File: src/design/permutationPkg.sv
package permutationPkg;

    // Truth table of a 4-variable function
    typedef logic [15:0] botWord_t;
    typedef logic [23:0] pcoeffSum_t;
    typedef logic [15:0] pcoeffCount_t;
    // Four 2-bit target indices, variable 0 in the low bits
    typedef logic [7:0] permCode_t;

    localparam int NUM_VARS = 4;
    localparam int PERMS_PER_HALF = 12;

    // All 24 permutations in lexicographic order of (p0, p1, p2, p3),
    // written as {p3, p2, p1, p0}
    localparam permCode_t PERM_TABLE [0:23] = '{
        8'b11_10_01_00, 8'b10_11_01_00, 8'b11_01_10_00, 8'b01_11_10_00,
        8'b10_01_11_00, 8'b01_10_11_00, 8'b11_10_00_01, 8'b10_11_00_01,
        8'b11_00_10_01, 8'b00_11_10_01, 8'b10_00_11_01, 8'b00_10_11_01,
        // Second half maps variable 0 to 2 or 3
        8'b11_01_00_10, 8'b01_11_00_10, 8'b11_00_01_10, 8'b00_11_01_10,
        8'b01_00_11_10, 8'b00_01_11_10, 8'b10_01_00_11, 8'b01_10_00_11,
        8'b10_00_01_11, 8'b00_10_01_11, 8'b01_00_10_11, 8'b00_01_10_11
    };

    // Bit j of the result is the input bit whose index has bit code[k]
    // equal to bit k of j
    function automatic botWord_t permuteBot(input botWord_t botIn, input permCode_t code);
        botWord_t permuted;
        logic [NUM_VARS-1:0] dstIndex;
        logic [NUM_VARS-1:0] srcIndex;
        permuted = '0;
        for (int j = 0; j < 2 ** NUM_VARS; j++) begin
            dstIndex = NUM_VARS'(j);
            srcIndex = '0;
            for (int k = 0; k < NUM_VARS; k++) begin
                srcIndex[code[2*k +: 2]] = dstIndex[k];
            end
            permuted[j] = botIn[srcIndex];
        end
        return permuted;
    endfunction

endpackage

File: src/design/botStream.sv
`timescale 1ns/1ps

interface botStream import permutationPkg::*; ();

    botWord_t bot;
    logic botValid;
    // Set with the last bot of a batch
    logic batchDone;
    botWord_t top;

    modport source (
        output bot,
        output botValid,
        output batchDone,
        output top
    );

    modport sink (
        input bot,
        input botValid,
        input batchDone,
        input top
    );

endinterface

File: src/design/partialResult.sv
`timescale 1ns/1ps

interface partialResult import permutationPkg::*; ();

    pcoeffSum_t sum;
    pcoeffCount_t count;
    // Held until grab is seen
    logic available;
    logic grab;

    modport producer (
        output sum,
        output count,
        output available,
        input grab
    );

    modport consumer (
        input sum,
        input count,
        input available,
        output grab
    );

endinterface

File: src/design/botInputStage.sv
`timescale 1ns/1ps

module botInputStage import permutationPkg::*; (
    input logic clk,
    input logic rstN,
    input botWord_t topValue,
    input logic loadTop,
    input botWord_t bot,
    input logic writeBot,
    input logic batchEnd,
    input logic resultValid,
    output logic readyForInputBot,
    botStream.source stream
);

    logic accepted;
    // A finished batch whose result has not left yet
    logic resultPending;

    assign accepted = writeBot && !resultPending;
    assign readyForInputBot = !resultPending;

    always_ff @(posedge clk or negedge rstN) begin
        if (!rstN) begin
            stream.top <= '0;
        end else if (loadTop) begin
            stream.top <= topValue;
        end
    end

    always_ff @(posedge clk or negedge rstN) begin
        if (!rstN) begin
            stream.botValid <= 1'b0;
            stream.batchDone <= 1'b0;
            resultPending <= 1'b0;
        end else begin
            stream.botValid <= accepted;
            stream.batchDone <= accepted && batchEnd;
            if (resultValid) begin
                resultPending <= 1'b0;
            end else if (accepted && batchEnd) begin
                resultPending <= 1'b1;
            end
        end
    end

    always_ff @(posedge clk) begin
        if (accepted) begin
            stream.bot <= bot;
        end
    end

endmodule

File: src/design/permuteAccumulator.sv
`timescale 1ns/1ps

module permuteAccumulator import permutationPkg::*; #(
    parameter int HALF_INDEX = 0
) (
    input logic clk,
    input logic rstN,
    botStream.sink stream,
    partialResult.producer result
);

    botWord_t candidates [PERMS_PER_HALF];

    // Stage one
    botWord_t permutedBots [PERMS_PER_HALF];
    logic [PERMS_PER_HALF-1:0] hitFlags;
    botWord_t s1Top;
    logic s1Valid;
    logic s1Done;

    // Stage two
    pcoeffSum_t termSum;
    pcoeffCount_t hitCount;
    pcoeffSum_t s2Sum;
    pcoeffCount_t s2Count;
    logic s2Valid;
    logic s2Done;

    // This half's slice of the permutation table
    always_comb begin
        for (int i = 0; i < PERMS_PER_HALF; i++) begin
            candidates[i] = permuteBot(stream.bot, PERM_TABLE[HALF_INDEX * PERMS_PER_HALF + i]);
        end
    end

    always_ff @(posedge clk) begin
        for (int i = 0; i < PERMS_PER_HALF; i++) begin
            permutedBots[i] <= candidates[i];
            // Subset of top means no bit outside it
            hitFlags[i] <= (candidates[i] & ~stream.top) == '0;
        end
        s1Top <= stream.top;
    end

    // Uncovered top bits of every hit, plus the number of hits
    always_comb begin
        termSum = '0;
        hitCount = '0;
        for (int i = 0; i < PERMS_PER_HALF; i++) begin
            if (hitFlags[i]) begin
                termSum = termSum + pcoeffSum_t'($countones(s1Top & ~permutedBots[i]));
                hitCount = hitCount + pcoeffCount_t'(1);
            end
        end
    end

    always_ff @(posedge clk) begin
        s2Sum <= termSum;
        s2Count <= hitCount;
    end

    always_ff @(posedge clk or negedge rstN) begin
        if (!rstN) begin
            s1Valid <= 1'b0;
            s1Done <= 1'b0;
            s2Valid <= 1'b0;
            s2Done <= 1'b0;
        end else begin
            s1Valid <= stream.botValid;
            s1Done <= stream.batchDone;
            s2Valid <= s1Valid;
            s2Done <= s1Done;
        end
    end

    // Batch accumulation is cleared once the combiner has taken the result
    always_ff @(posedge clk or negedge rstN) begin
        if (!rstN) begin
            result.sum <= '0;
            result.count <= '0;
            result.available <= 1'b0;
        end else if (result.grab) begin
            result.sum <= '0;
            result.count <= '0;
            result.available <= 1'b0;
        end else if (s2Valid) begin
            result.sum <= result.sum + s2Sum;
            result.count <= result.count + s2Count;
            if (s2Done) begin
                result.available <= 1'b1;
            end
        end
    end

endmodule

File: src/design/resultCombiner.sv
`timescale 1ns/1ps

module resultCombiner import permutationPkg::*; (
    input logic clk,
    input logic rstN,
    partialResult.consumer lowHalf,
    partialResult.consumer highHalf,
    input logic slowDown,
    output logic resultValid,
    output pcoeffSum_t pcoeffSum,
    output pcoeffCount_t pcoeffCount
);

    logic bothAvailable;
    logic takeResult;
    logic grabPulse;

    assign bothAvailable = lowHalf.available && highHalf.available;

    // available is still high in the grab cycle, so skip that one
    assign takeResult = bothAvailable && !slowDown && !grabPulse;

    always_ff @(posedge clk or negedge rstN) begin
        if (!rstN) begin
            grabPulse <= 1'b0;
        end else begin
            grabPulse <= takeResult;
        end
    end

    // Outputs keep the last result between pulses
    always_ff @(posedge clk) begin
        if (takeResult) begin
            pcoeffSum <= lowHalf.sum + highHalf.sum;
            pcoeffCount <= lowHalf.count + highHalf.count;
        end
    end

    assign lowHalf.grab = grabPulse;
    assign highHalf.grab = grabPulse;
    // The grab and the result strobe share one edge
    assign resultValid = grabPulse;

endmodule

File: src/design/permutationCountTop.sv
`timescale 1ns/1ps

module permutationCountTop import permutationPkg::*; (
    input logic clk,
    input logic rstN,
    input botWord_t topValue,
    input logic loadTop,
    input botWord_t bot,
    input logic writeBot,
    input logic batchEnd,
    output logic readyForInputBot,
    input logic slowDown,
    output logic resultValid,
    output pcoeffSum_t pcoeffSum,
    output pcoeffCount_t pcoeffCount
);

    botStream stream ();
    partialResult lowResult ();
    partialResult highResult ();

    botInputStage i_botInputStage (
        .clk(clk),
        .rstN(rstN),
        .topValue(topValue),
        .loadTop(loadTop),
        .bot(bot),
        .writeBot(writeBot),
        .batchEnd(batchEnd),
        .resultValid(resultValid),
        .readyForInputBot(readyForInputBot),
        .stream(stream.source)
    );

    // Permutations 0 to 11
    permuteAccumulator #(.HALF_INDEX(0)) i_lowAccumulator (
        .clk(clk),
        .rstN(rstN),
        .stream(stream.sink),
        .result(lowResult.producer)
    );

    // Permutations 12 to 23
    permuteAccumulator #(.HALF_INDEX(1)) i_highAccumulator (
        .clk(clk),
        .rstN(rstN),
        .stream(stream.sink),
        .result(highResult.producer)
    );

    resultCombiner i_resultCombiner (
        .clk(clk),
        .rstN(rstN),
        .lowHalf(lowResult.consumer),
        .highHalf(highResult.consumer),
        .slowDown(slowDown),
        .resultValid(resultValid),
        .pcoeffSum(pcoeffSum),
        .pcoeffCount(pcoeffCount)
    );

endmodule

File: config.mk
export PLATFORM = sky130hd
export DESIGN_NAME = permutationCountTop
export DESIGN_NICKNAME = d
export VERILOG_FILES = /design/src/design/permutationPkg.sv /design/src/design/botStream.sv /design/src/design/partialResult.sv /design/src/design/botInputStage.sv /design/src/design/permuteAccumulator.sv /design/src/design/resultCombiner.sv /design/src/design/permutationCountTop.sv
export SDC_FILE = /design/constraint.sdc
export NUM_CORES = 1
export LEC_CHECK = 0
export ABC_CLOCK_PERIOD_IN_PS = 72800
export BUFFER_PORTS_ARGS = -buffer_cell sky130_fd_sc_hd__clkbuf_2
export CORE_ASPECT_RATIO = 2
export CORE_MARGIN = 2
export CORE_UTILIZATION = 25
export CTS_BUF_LIST = sky130_fd_sc_hd__clkbuf_8 sky130_fd_sc_hd__clkbuf_16
export DETAILED_ROUTE_END_ITERATION = 10
export GPL_TIMING_DRIVEN = 1
export PLACE_DENSITY_LB_ADDON = 0.3
export SETUP_SLACK_MARGIN = 0.1
export SLEW_MARGIN = 0
export SYNTH_ARGS = -nofsm -noshare
export SYNTH_HDL_FRONTEND = slang
export SYNTH_SLANG_ARGS = --single-unit
File: constraint.sdc
create_clock -name clk -period 72.8 [get_ports clk]
set_clock_uncertainty 0.1 [all_clocks]
set_input_delay 14.56 -clock clk [delete_from_list [all_inputs] [get_ports clk]]
set_output_delay 14.56 -clock clk [all_outputs]
set_load 0.01 [all_outputs]
==> flow_summary.json, run 1 <==
{
  "status": "completed",
  "synth_most_common_cell": "inv_1",
  "initial_core_util": 0.2508,
  "drive_gt1_frac": 0.07513,
  "critPathLaunch": "i_highAccumulator.s1Top[12]",
  "ys_async_sr_fraction": 0.3818,
  "die-area_mm2": 0.1329,
  "crit_path_end_kind": "flip-flop",
  "gp_congestion": 0.9388,
  "grt_first_pass_wirelength_um": 147700,
  "worstSetupPathType": "reg -> reg",
  "drt-initial-drc-count": 827,
  "cts-root-buf": "clkbuf_16",
  "synth_cell_types": 104,
  "via_per_inst": 4.584,
  "wl_per_cell_um": 18.05,
  "synthTopCellsByArea": "fa_1, ha_1, dfrtp_1",
  "grt_max_degree": 84,
  "ctsHoldBuffers": 0,
  "required_ns": 73.14,
  "grt-ovfl-total": 0,
  "ys.flop_type": "dfxtp_1",
  "yosys.area.top_type_share": 0.1764,
  "ff_latch_area_mm2": 0.006596,
  "cap_violations": 0,
  "arrival_ns": 34.91,
  "die_y_um": 513.5,
  "worstHoldPathType": "reg -> reg",
  "worstSkewPairLatency_ns": 0.57,
  "ys_top_cells_by_count": "inv_1, ha_1, fa_1",
  "syn_area_mm2": 0.03245,
  "cts_inserted_buffers": 35,
  "rsz0062_at_grt": "no",
  "first_global_vias": 26277,
  "cp_slowest_cell": "fa_1",
  "synth_warnings": 0,
  "synth_edf_count": 56,
  "grt_usage": 0.1458,
  "hp-start": "i_botInputStage.stream.botValid",
  "power_density_mw_per_mm2": 28.88,
  "rows": 187,
  "fin_crit_sh": 0.4748,
  "relSlewSlack": 0.1886,
  "reg2reg_from": "i_highAccumulator.s1Top[12]",
  "p_sw_mw": 0.4704,
  "netSwitchingFraction": 0.4510,
  "nets": 4318,
  "cts_tree": "built",
  "synth_top_area_cell": "fa_1",
  "final.min_clock_period_ns": 34.57,
  "drtAntennaViolNets": 0,
  "io_buffers": 79,
  "max_slew.worst_pin.slew_ns": 1.206,
  "post_cts_resized": 0,
  "clk_pin_slew_ns": 0.06,
  "dr.pass1.iters": 5,
  "dpl.hpwl_um": 82860,
  "dieWidth_um": 258.8,
  "netlist_instances": 3450,
  "pwr-share-clk": 0.172,
  "pre_cts_ws_ns": 38.12,
  "path_common_cell": "fa_1",
  "syn2layout_area_growth_pct": 11.27,
  "p_int_mw": 0.5726,
  "via_count": 24153,
  "placedCellCount": 5204,
  "fillers": 13696,
  "h-tree-depth": 2,
  "p_seq_frac": 0.205,
  "ios": 80,
  "multi_input_area_mm2": 0.02368,
  "fin_total_pwr_mw": 1.043,
  "cts_buffer_depth": 3,
  "synth-seq-cells": 275,
  "final_cells": 5269,
  "max-vdd-ir-drop_v": 0.00001579,
  "postCtsSetupBuffers": 0,
  "setup_ws_ns": 38.23,
  "finalSetupTns_ns": 0,
  "slew_viol_final": 0,
  "hold_slack_ns": 0.2381,
  "routed_wl_um": 95080,
  "ys_seq_area_frac": 0.2031,
  "grt_antenna_before_repair": 1,
  "finalSetupViolCount": 0,
  "route.detailed.drc": 0,
  "syn_area_per_cell_um2": 9.407,
  "combPwrFrac": 0.623,
  "core_mm2": 0.1294,
  "hold_viol": 0,
  "worstSetupStartpointType": "flip-flop",
  "path_max_fanout": 6,
  "leakage_nw": 17.89,
  "fmax_mhz": 28.93,
  "slowest_delay_ns": 0.55,
  "cts.sinks": 275
}
-- state kept, by name (all words and copies together), names as in the netlist, 12 cells and up --
register                        count
i_lowAccumulator.result.count      16
i_resultCombiner.pcoeffCount       16
i_highAccumulator.permutedBots     16
i_lowAccumulator.hitFlags          12
i_highAccumulator.result.sum       24
i_lowAccumulator.result.sum        24
i_highAccumulator.s1Top            16
i_botInputStage.stream.bot         16
i_botInputStage.stream.top         16
i_lowAccumulator.s2Count           12
i_highAccumulator.s2Count          12
i_highAccumulator.s2Sum            17
i_highAccumulator.result.count     16
i_resultCombiner.pcoeffSum         24
i_lowAccumulator.s2Sum             17
i_highAccumulator.hitFlags         12
-- power groups by stage --
| stage | Clock, mW | Sequential (mW) | Combinational [mW] |
|---|---|---|---|
| 2_1_floorplan | 0 | 0.207 | 0.499 |
| 3_3_place_gp | 0 | 0.218 | 0.642 |
| 3_5_place_dp | 0 | 0.218 | 0.657 |
| 4_1_cts | 0.186 | 0.215 | 0.662 |
| 5_1_grt | 0.191 | 0.218 | 0.755 |
| 6_report | 0.179 | 0.214 | 0.650 |
-- layer usage --
| metal | up-vias | part of all wire | global-route usage |
|---|---|---|---|
| met5 | - | 0 | 0 |
| met4 | 0 | 0.093 | 0.1135 |
| met3 | 252 | 0.023 | 0.01503 |
| met2 | 405 | 0.56 | 0.2928 |
| met1 | 11659 | 0.33 | 0.1290 |
| li1 | 11837 | - | - |
-- critical path: cells and delay by family, from the launching register on --
| family | cells | cell delay [ns] |
|---|---|---|
| compound gates | 14 | 2.61 |
| simple gates | 12 | 1.78 |
| flops | 1 | 0.39 |
| fa+ha+maj | 57 | 25.56 |
| xor+xnor | 5 | 0.82 |
| buf+inv | 19 | 1.40 |
| mux | 5 | 1.71 |
-- final cells by class --
type	instances	area share
clock buffer	40	0.02647
tap	1701	0.05894
antenna	1	0.00006930
sequential	275	0.1827
clock inverter	24	0.006271
multi-input combinational	2597	0.6558
timing repair buffer	92	0.01372
inverter	539	0.05603
-- cells by family (layout without fill, tap and decap cells) --
family,Yosys count,after routing,share of synthesized area
muxes,126,126,0.04094
DFF,275,275,0.2031
xor gates and xnor gates,286,286,0.08254
adders and majority gates,743,743,0.3524
other,1,21,0.0001155
AOI/OAI and AO/OA,671,671,0.1362
buffers and inverters,597,695,0.06959
and+or+nand+nor,751,751,0.1151
-- stage by stage --
stage                 util  area [µm²]
finish              0.2791       36110
global route        0.2791       36110
CTS                 0.2791       36110
detailed placement  0.2699       34930
global placement    0.2699       34930
floorplan                -       32520
-- cell usage in the layout, fill, tap and decap left out, types with 16 or more instances in the layout --
cell type    n
inv_1      540
ha_1       454
fa_1       286
nor2_1     220
xnor2_1    183
a21oi_1    163
nand2_1    157
o21ai_0    145
nor2b_1    115
dfxtp_1    114
dfrtp_1    103
xor2_1      89
clkbuf_2    78
mux2i_1     72
a21o_1      59
o21a_1      57
edfxtp_1    56
mux2_2      54
nand3_1     47
o21bai_1    42
nor3_1      39
clkbuf_16   36
nand2b_1    32
a211oi_1    26
nor4_1      25
a22oi_1     21
and2_1      20
conb_1      20
or3_1       19
o22ai_1     17
nand4_1     16
-- worst paths after layout --
kind | to | slack [ns] | depth (start not counted)
setup / recovery | i_highAccumulator.s2Sum[10] | 38.23 | 112
hold / removal | i_highAccumulator.s1Valid | 0.24 | 0
setup reg to reg | i_highAccumulator.s2Sum[10] | 38.23 | 112
hold reg to reg | i_highAccumulator.s1Valid | 0.24 | 0
max in group asynchronous | i_resultCombiner.highHalf.grab | 57.35 | 2
min in group asynchronous | i_highAccumulator.s1Valid | 14.01 | 1
Note: power is estimated with default switching activity, not from simulation.
==> inputs of run 2 (changes only) <==
--- a/config.mk
+++ b/config.mk
@@ -5,7 +5,7 @@
 export SDC_FILE = /design/constraint.sdc
 export NUM_CORES = 1
 export LEC_CHECK = 0
-export ABC_CLOCK_PERIOD_IN_PS = 72800
+export ABC_CLOCK_PERIOD_IN_PS = 31700
 export BUFFER_PORTS_ARGS = -buffer_cell sky130_fd_sc_hd__clkbuf_2
 export CORE_ASPECT_RATIO = 2
 export CORE_MARGIN = 2
==> constraint.sdc (replaced) <==
create_clock -name clk -period 31.7 [get_ports clk]
set_clock_uncertainty 0.1 [all_clocks]
set_input_delay 6.34 -clock clk [delete_from_list [all_inputs] [get_ports clk]]
set_output_delay 6.34 -clock clk [all_outputs]
set_load 0.01 [all_outputs]
==> run 2 against run 1 <==
  * The run now ends with negative setup slack left
  * Register-to-register slack got worse by 39 ns
  * Clock-buffer cell count shrank 3
  * Non-clock buffer count is 248 higher
  * Sequential share of layout area is 1.2 points lower
  * Largest cell class unchanged
  * Largest power group unchanged
==> flow_summary.json, run 2 (synthesized netlist as in run 1, its figures left out) <==
{
  "path_max_fanout": 2,
  "cts_tree": "built",
  "dieWidth_um": 258.8,
  "power_density_mw_per_mm2": 69.33,
  "via_count": 25506,
  "dpl.hpwl_um": 95530,
  "dr.pass1.iters": 5,
  "io_buffers": 79,
  "grt_usage": 0.1696,
  "hold_slack_ns": 0.2450,
  "nets": 4565,
  "largestRegisters": "i_highAccumulator.result.sum (24), i_lowAccumulator.result.sum (24), i_resultCombiner.pcoeffSum (24)",
  "ff_latch_area_mm2": 0.006609,
  "gp_congestion": 1.090,
  "worstSetupStartpointType": "flip-flop",
  "p_int_mw": 1.490,
  "setup_ws_ns": -0.4227,
  "cts_inserted_buffers": 34,
  "routed_wl_um": 111900,
  "grt_util_met1": 0.1352,
  "core_mm2": 0.1294,
  "use_met2": 0.3305,
  "final_common_cell": "inv_1",
  "die-area_mm2": 0.1329,
  "first_global_vias": 27632,
  "die_y_um": 513.5,
  "required_ns": 32.01,
  "worstHoldPathType": "reg -> reg",
  "combPwrFrac": 0.669,
  "h-tree-depth": 2,
  "netSwitchingFraction": 0.4445,
  "grt_use_met3": 0.02687,
  "cts-root-buf": "clkbuf_16",
  "max-vdd-ir-drop_v": 0.00004254,
  "initial_core_util": 0.2508,
  "hold_viol": 0,
  "multi_input_area_mm2": 0.02443,
  "drt-initial-drc-count": 994,
  "grt_antenna_before_repair": 3,
  "crit_buf_inv": 24,
  "grt-ovfl-total": 0,
  "cts.sinks": 275,
  "worstSkewPairLatency_ns": 0.60,
  "fin_crit_sh": 1.013,
  "leakage_nw": 19.25,
  "max_slew.worst_pin.slew_ns": 1.344,
  "finalSetupViolCount": 10,
  "cts_buffer_depth": 3,
  "cp_slowest_cell": "fa_1",
  "route.detailed.drc": 0,
  "p_sw_mw": 1.192,
  "ios": 80,
  "final_cell_mix": "inv_1, ha_1, fa_1, buf_4, nor2_1",
  "syn2layout_area_growth_pct": 19.22,
  "grt_busiest_layer": "met2",
  "drive_gt1_frac": 0.1773,
  "r2r_cells": 115,
  "cap_violations": 0,
  "worstSetupPathType": "reg -> reg",
  "final.min_clock_period_ns": 32.12,
  "rsz0062_at_grt": "yes",
  "path_common_cell": "fa_1",
  "violations": "negative setup slack",
  "drtAntennaViolNets": 0,
  "fin_area_mm2": 0.03869,
  "slew_viol_final": 0,
  "wl_per_cell_um": 20.30,
  "via_per_inst": 4.625,
  "clk_pin_slew_ns": 0.06,
  "pwr-share-clk": 0.148,
  "relSlewSlack": 0.1041,
  "ctsHoldBuffers": 0,
  "placed_cell_area_mm2": 0.03622,
  "grt_first_pass_wirelength_um": 165600,
  "cp_top_family": "adder cells",
  "cp_num_cells": 115,
  "crit_path_end_kind": "flip-flop",
  "grt_max_degree": 84,
  "fillers": 13553,
  "arrival_ns": 32.43,
  "slowest_delay_ns": 0.58,
  "status": "complete, but fails checks",
  "p_seq_frac": 0.183,
  "holdPathStages": 0,
  "rows": 187,
  "fmax_mhz": 31.13
}
-- run 2: cell count changes in the layout (fill, tap and decap cells not counted), sizes merged --
cell	previous run	this run
buf	14	262
clkinv	13	10
clkinvlp	2	0
clkbuf	118	115
inv	546	552
-- run 2: per-layer routing --
metal  wire length, µm  part of all wire
met2             60610              0.54
met3              3934             0.035
met5                13           0.00012
met1             33100              0.30
met4             14290              0.13
-- run 2: timing repair --
item	CTS	global route
setup buffers	63	27
gates resized for setup	123	74
pin swaps	86	54
setup endpoints to repair	23	24
cloned	0	0
-- run 2: metrics by stage --
| step | TNS, ns | worst slack, ns | cells | utilization | power, mW |
|---|---|---|---|---|---|
| final | -1.990 | -0.4227 | 5515 | 0.2990 | 2.682 |
| after global routing | -22.30 | -1.401 | 5514 | 0.2990 | 2.952 |
| after CTS | -2.105 | -0.3486 | 5487 | 0.2948 | 2.646 |
| after detailed placement | -11.40 | -1.066 | 5363 | 0.2799 | 2.164 |
| after global placement | -4.595 | -0.5667 | 5363 | 0.2799 | 2.128 |
| after floorplan | 0 | 0.08382 | 3469 | - | 1.639 |
-- run 2: worst paths after layout --
kind,startpoint,to,slack (ns)
setup / recovery,i_highAccumulator.s1Top[5],i_highAccumulator.s2Sum[10],-0.42
hold reg to reg,i_botInputStage.stream.botValid,i_highAccumulator.s1Valid,0.25
hold / removal,i_botInputStage.stream.botValid,i_highAccumulator.s1Valid,0.25
setup reg to reg,i_highAccumulator.s1Top[5],i_highAccumulator.s2Sum[10],-0.42
max in group asynchronous,rstN,i_highAccumulator.s2Valid,24.30
min in group asynchronous,rstN,i_highAccumulator.result.sum[13],5.69
-- run 2: power by group through the flow --
stage	registers [mW]	logic [mW]	clock network [mW]
5_1_grt	0.500	2.03	0.420
3_3_place_gp	0.500	1.63	0
4_1_cts	0.494	1.74	0.409
2_1_floorplan	0.475	1.16	0
6_report	0.492	1.79	0.396
3_5_place_dp	0.500	1.66	0
-- run 2: area by class of cell --
class,instances,area share
Clock buffer,37,0.02335
Clock inverter,25,0.005142
Timing Repair Buffer,340,0.06180
Tap cell,1701,0.05501
Multi-Input combinational cell,2597,0.6315
Inverter,539,0.05236
Antenna cell,1,0.00006468
Sequential cell,275,0.1708
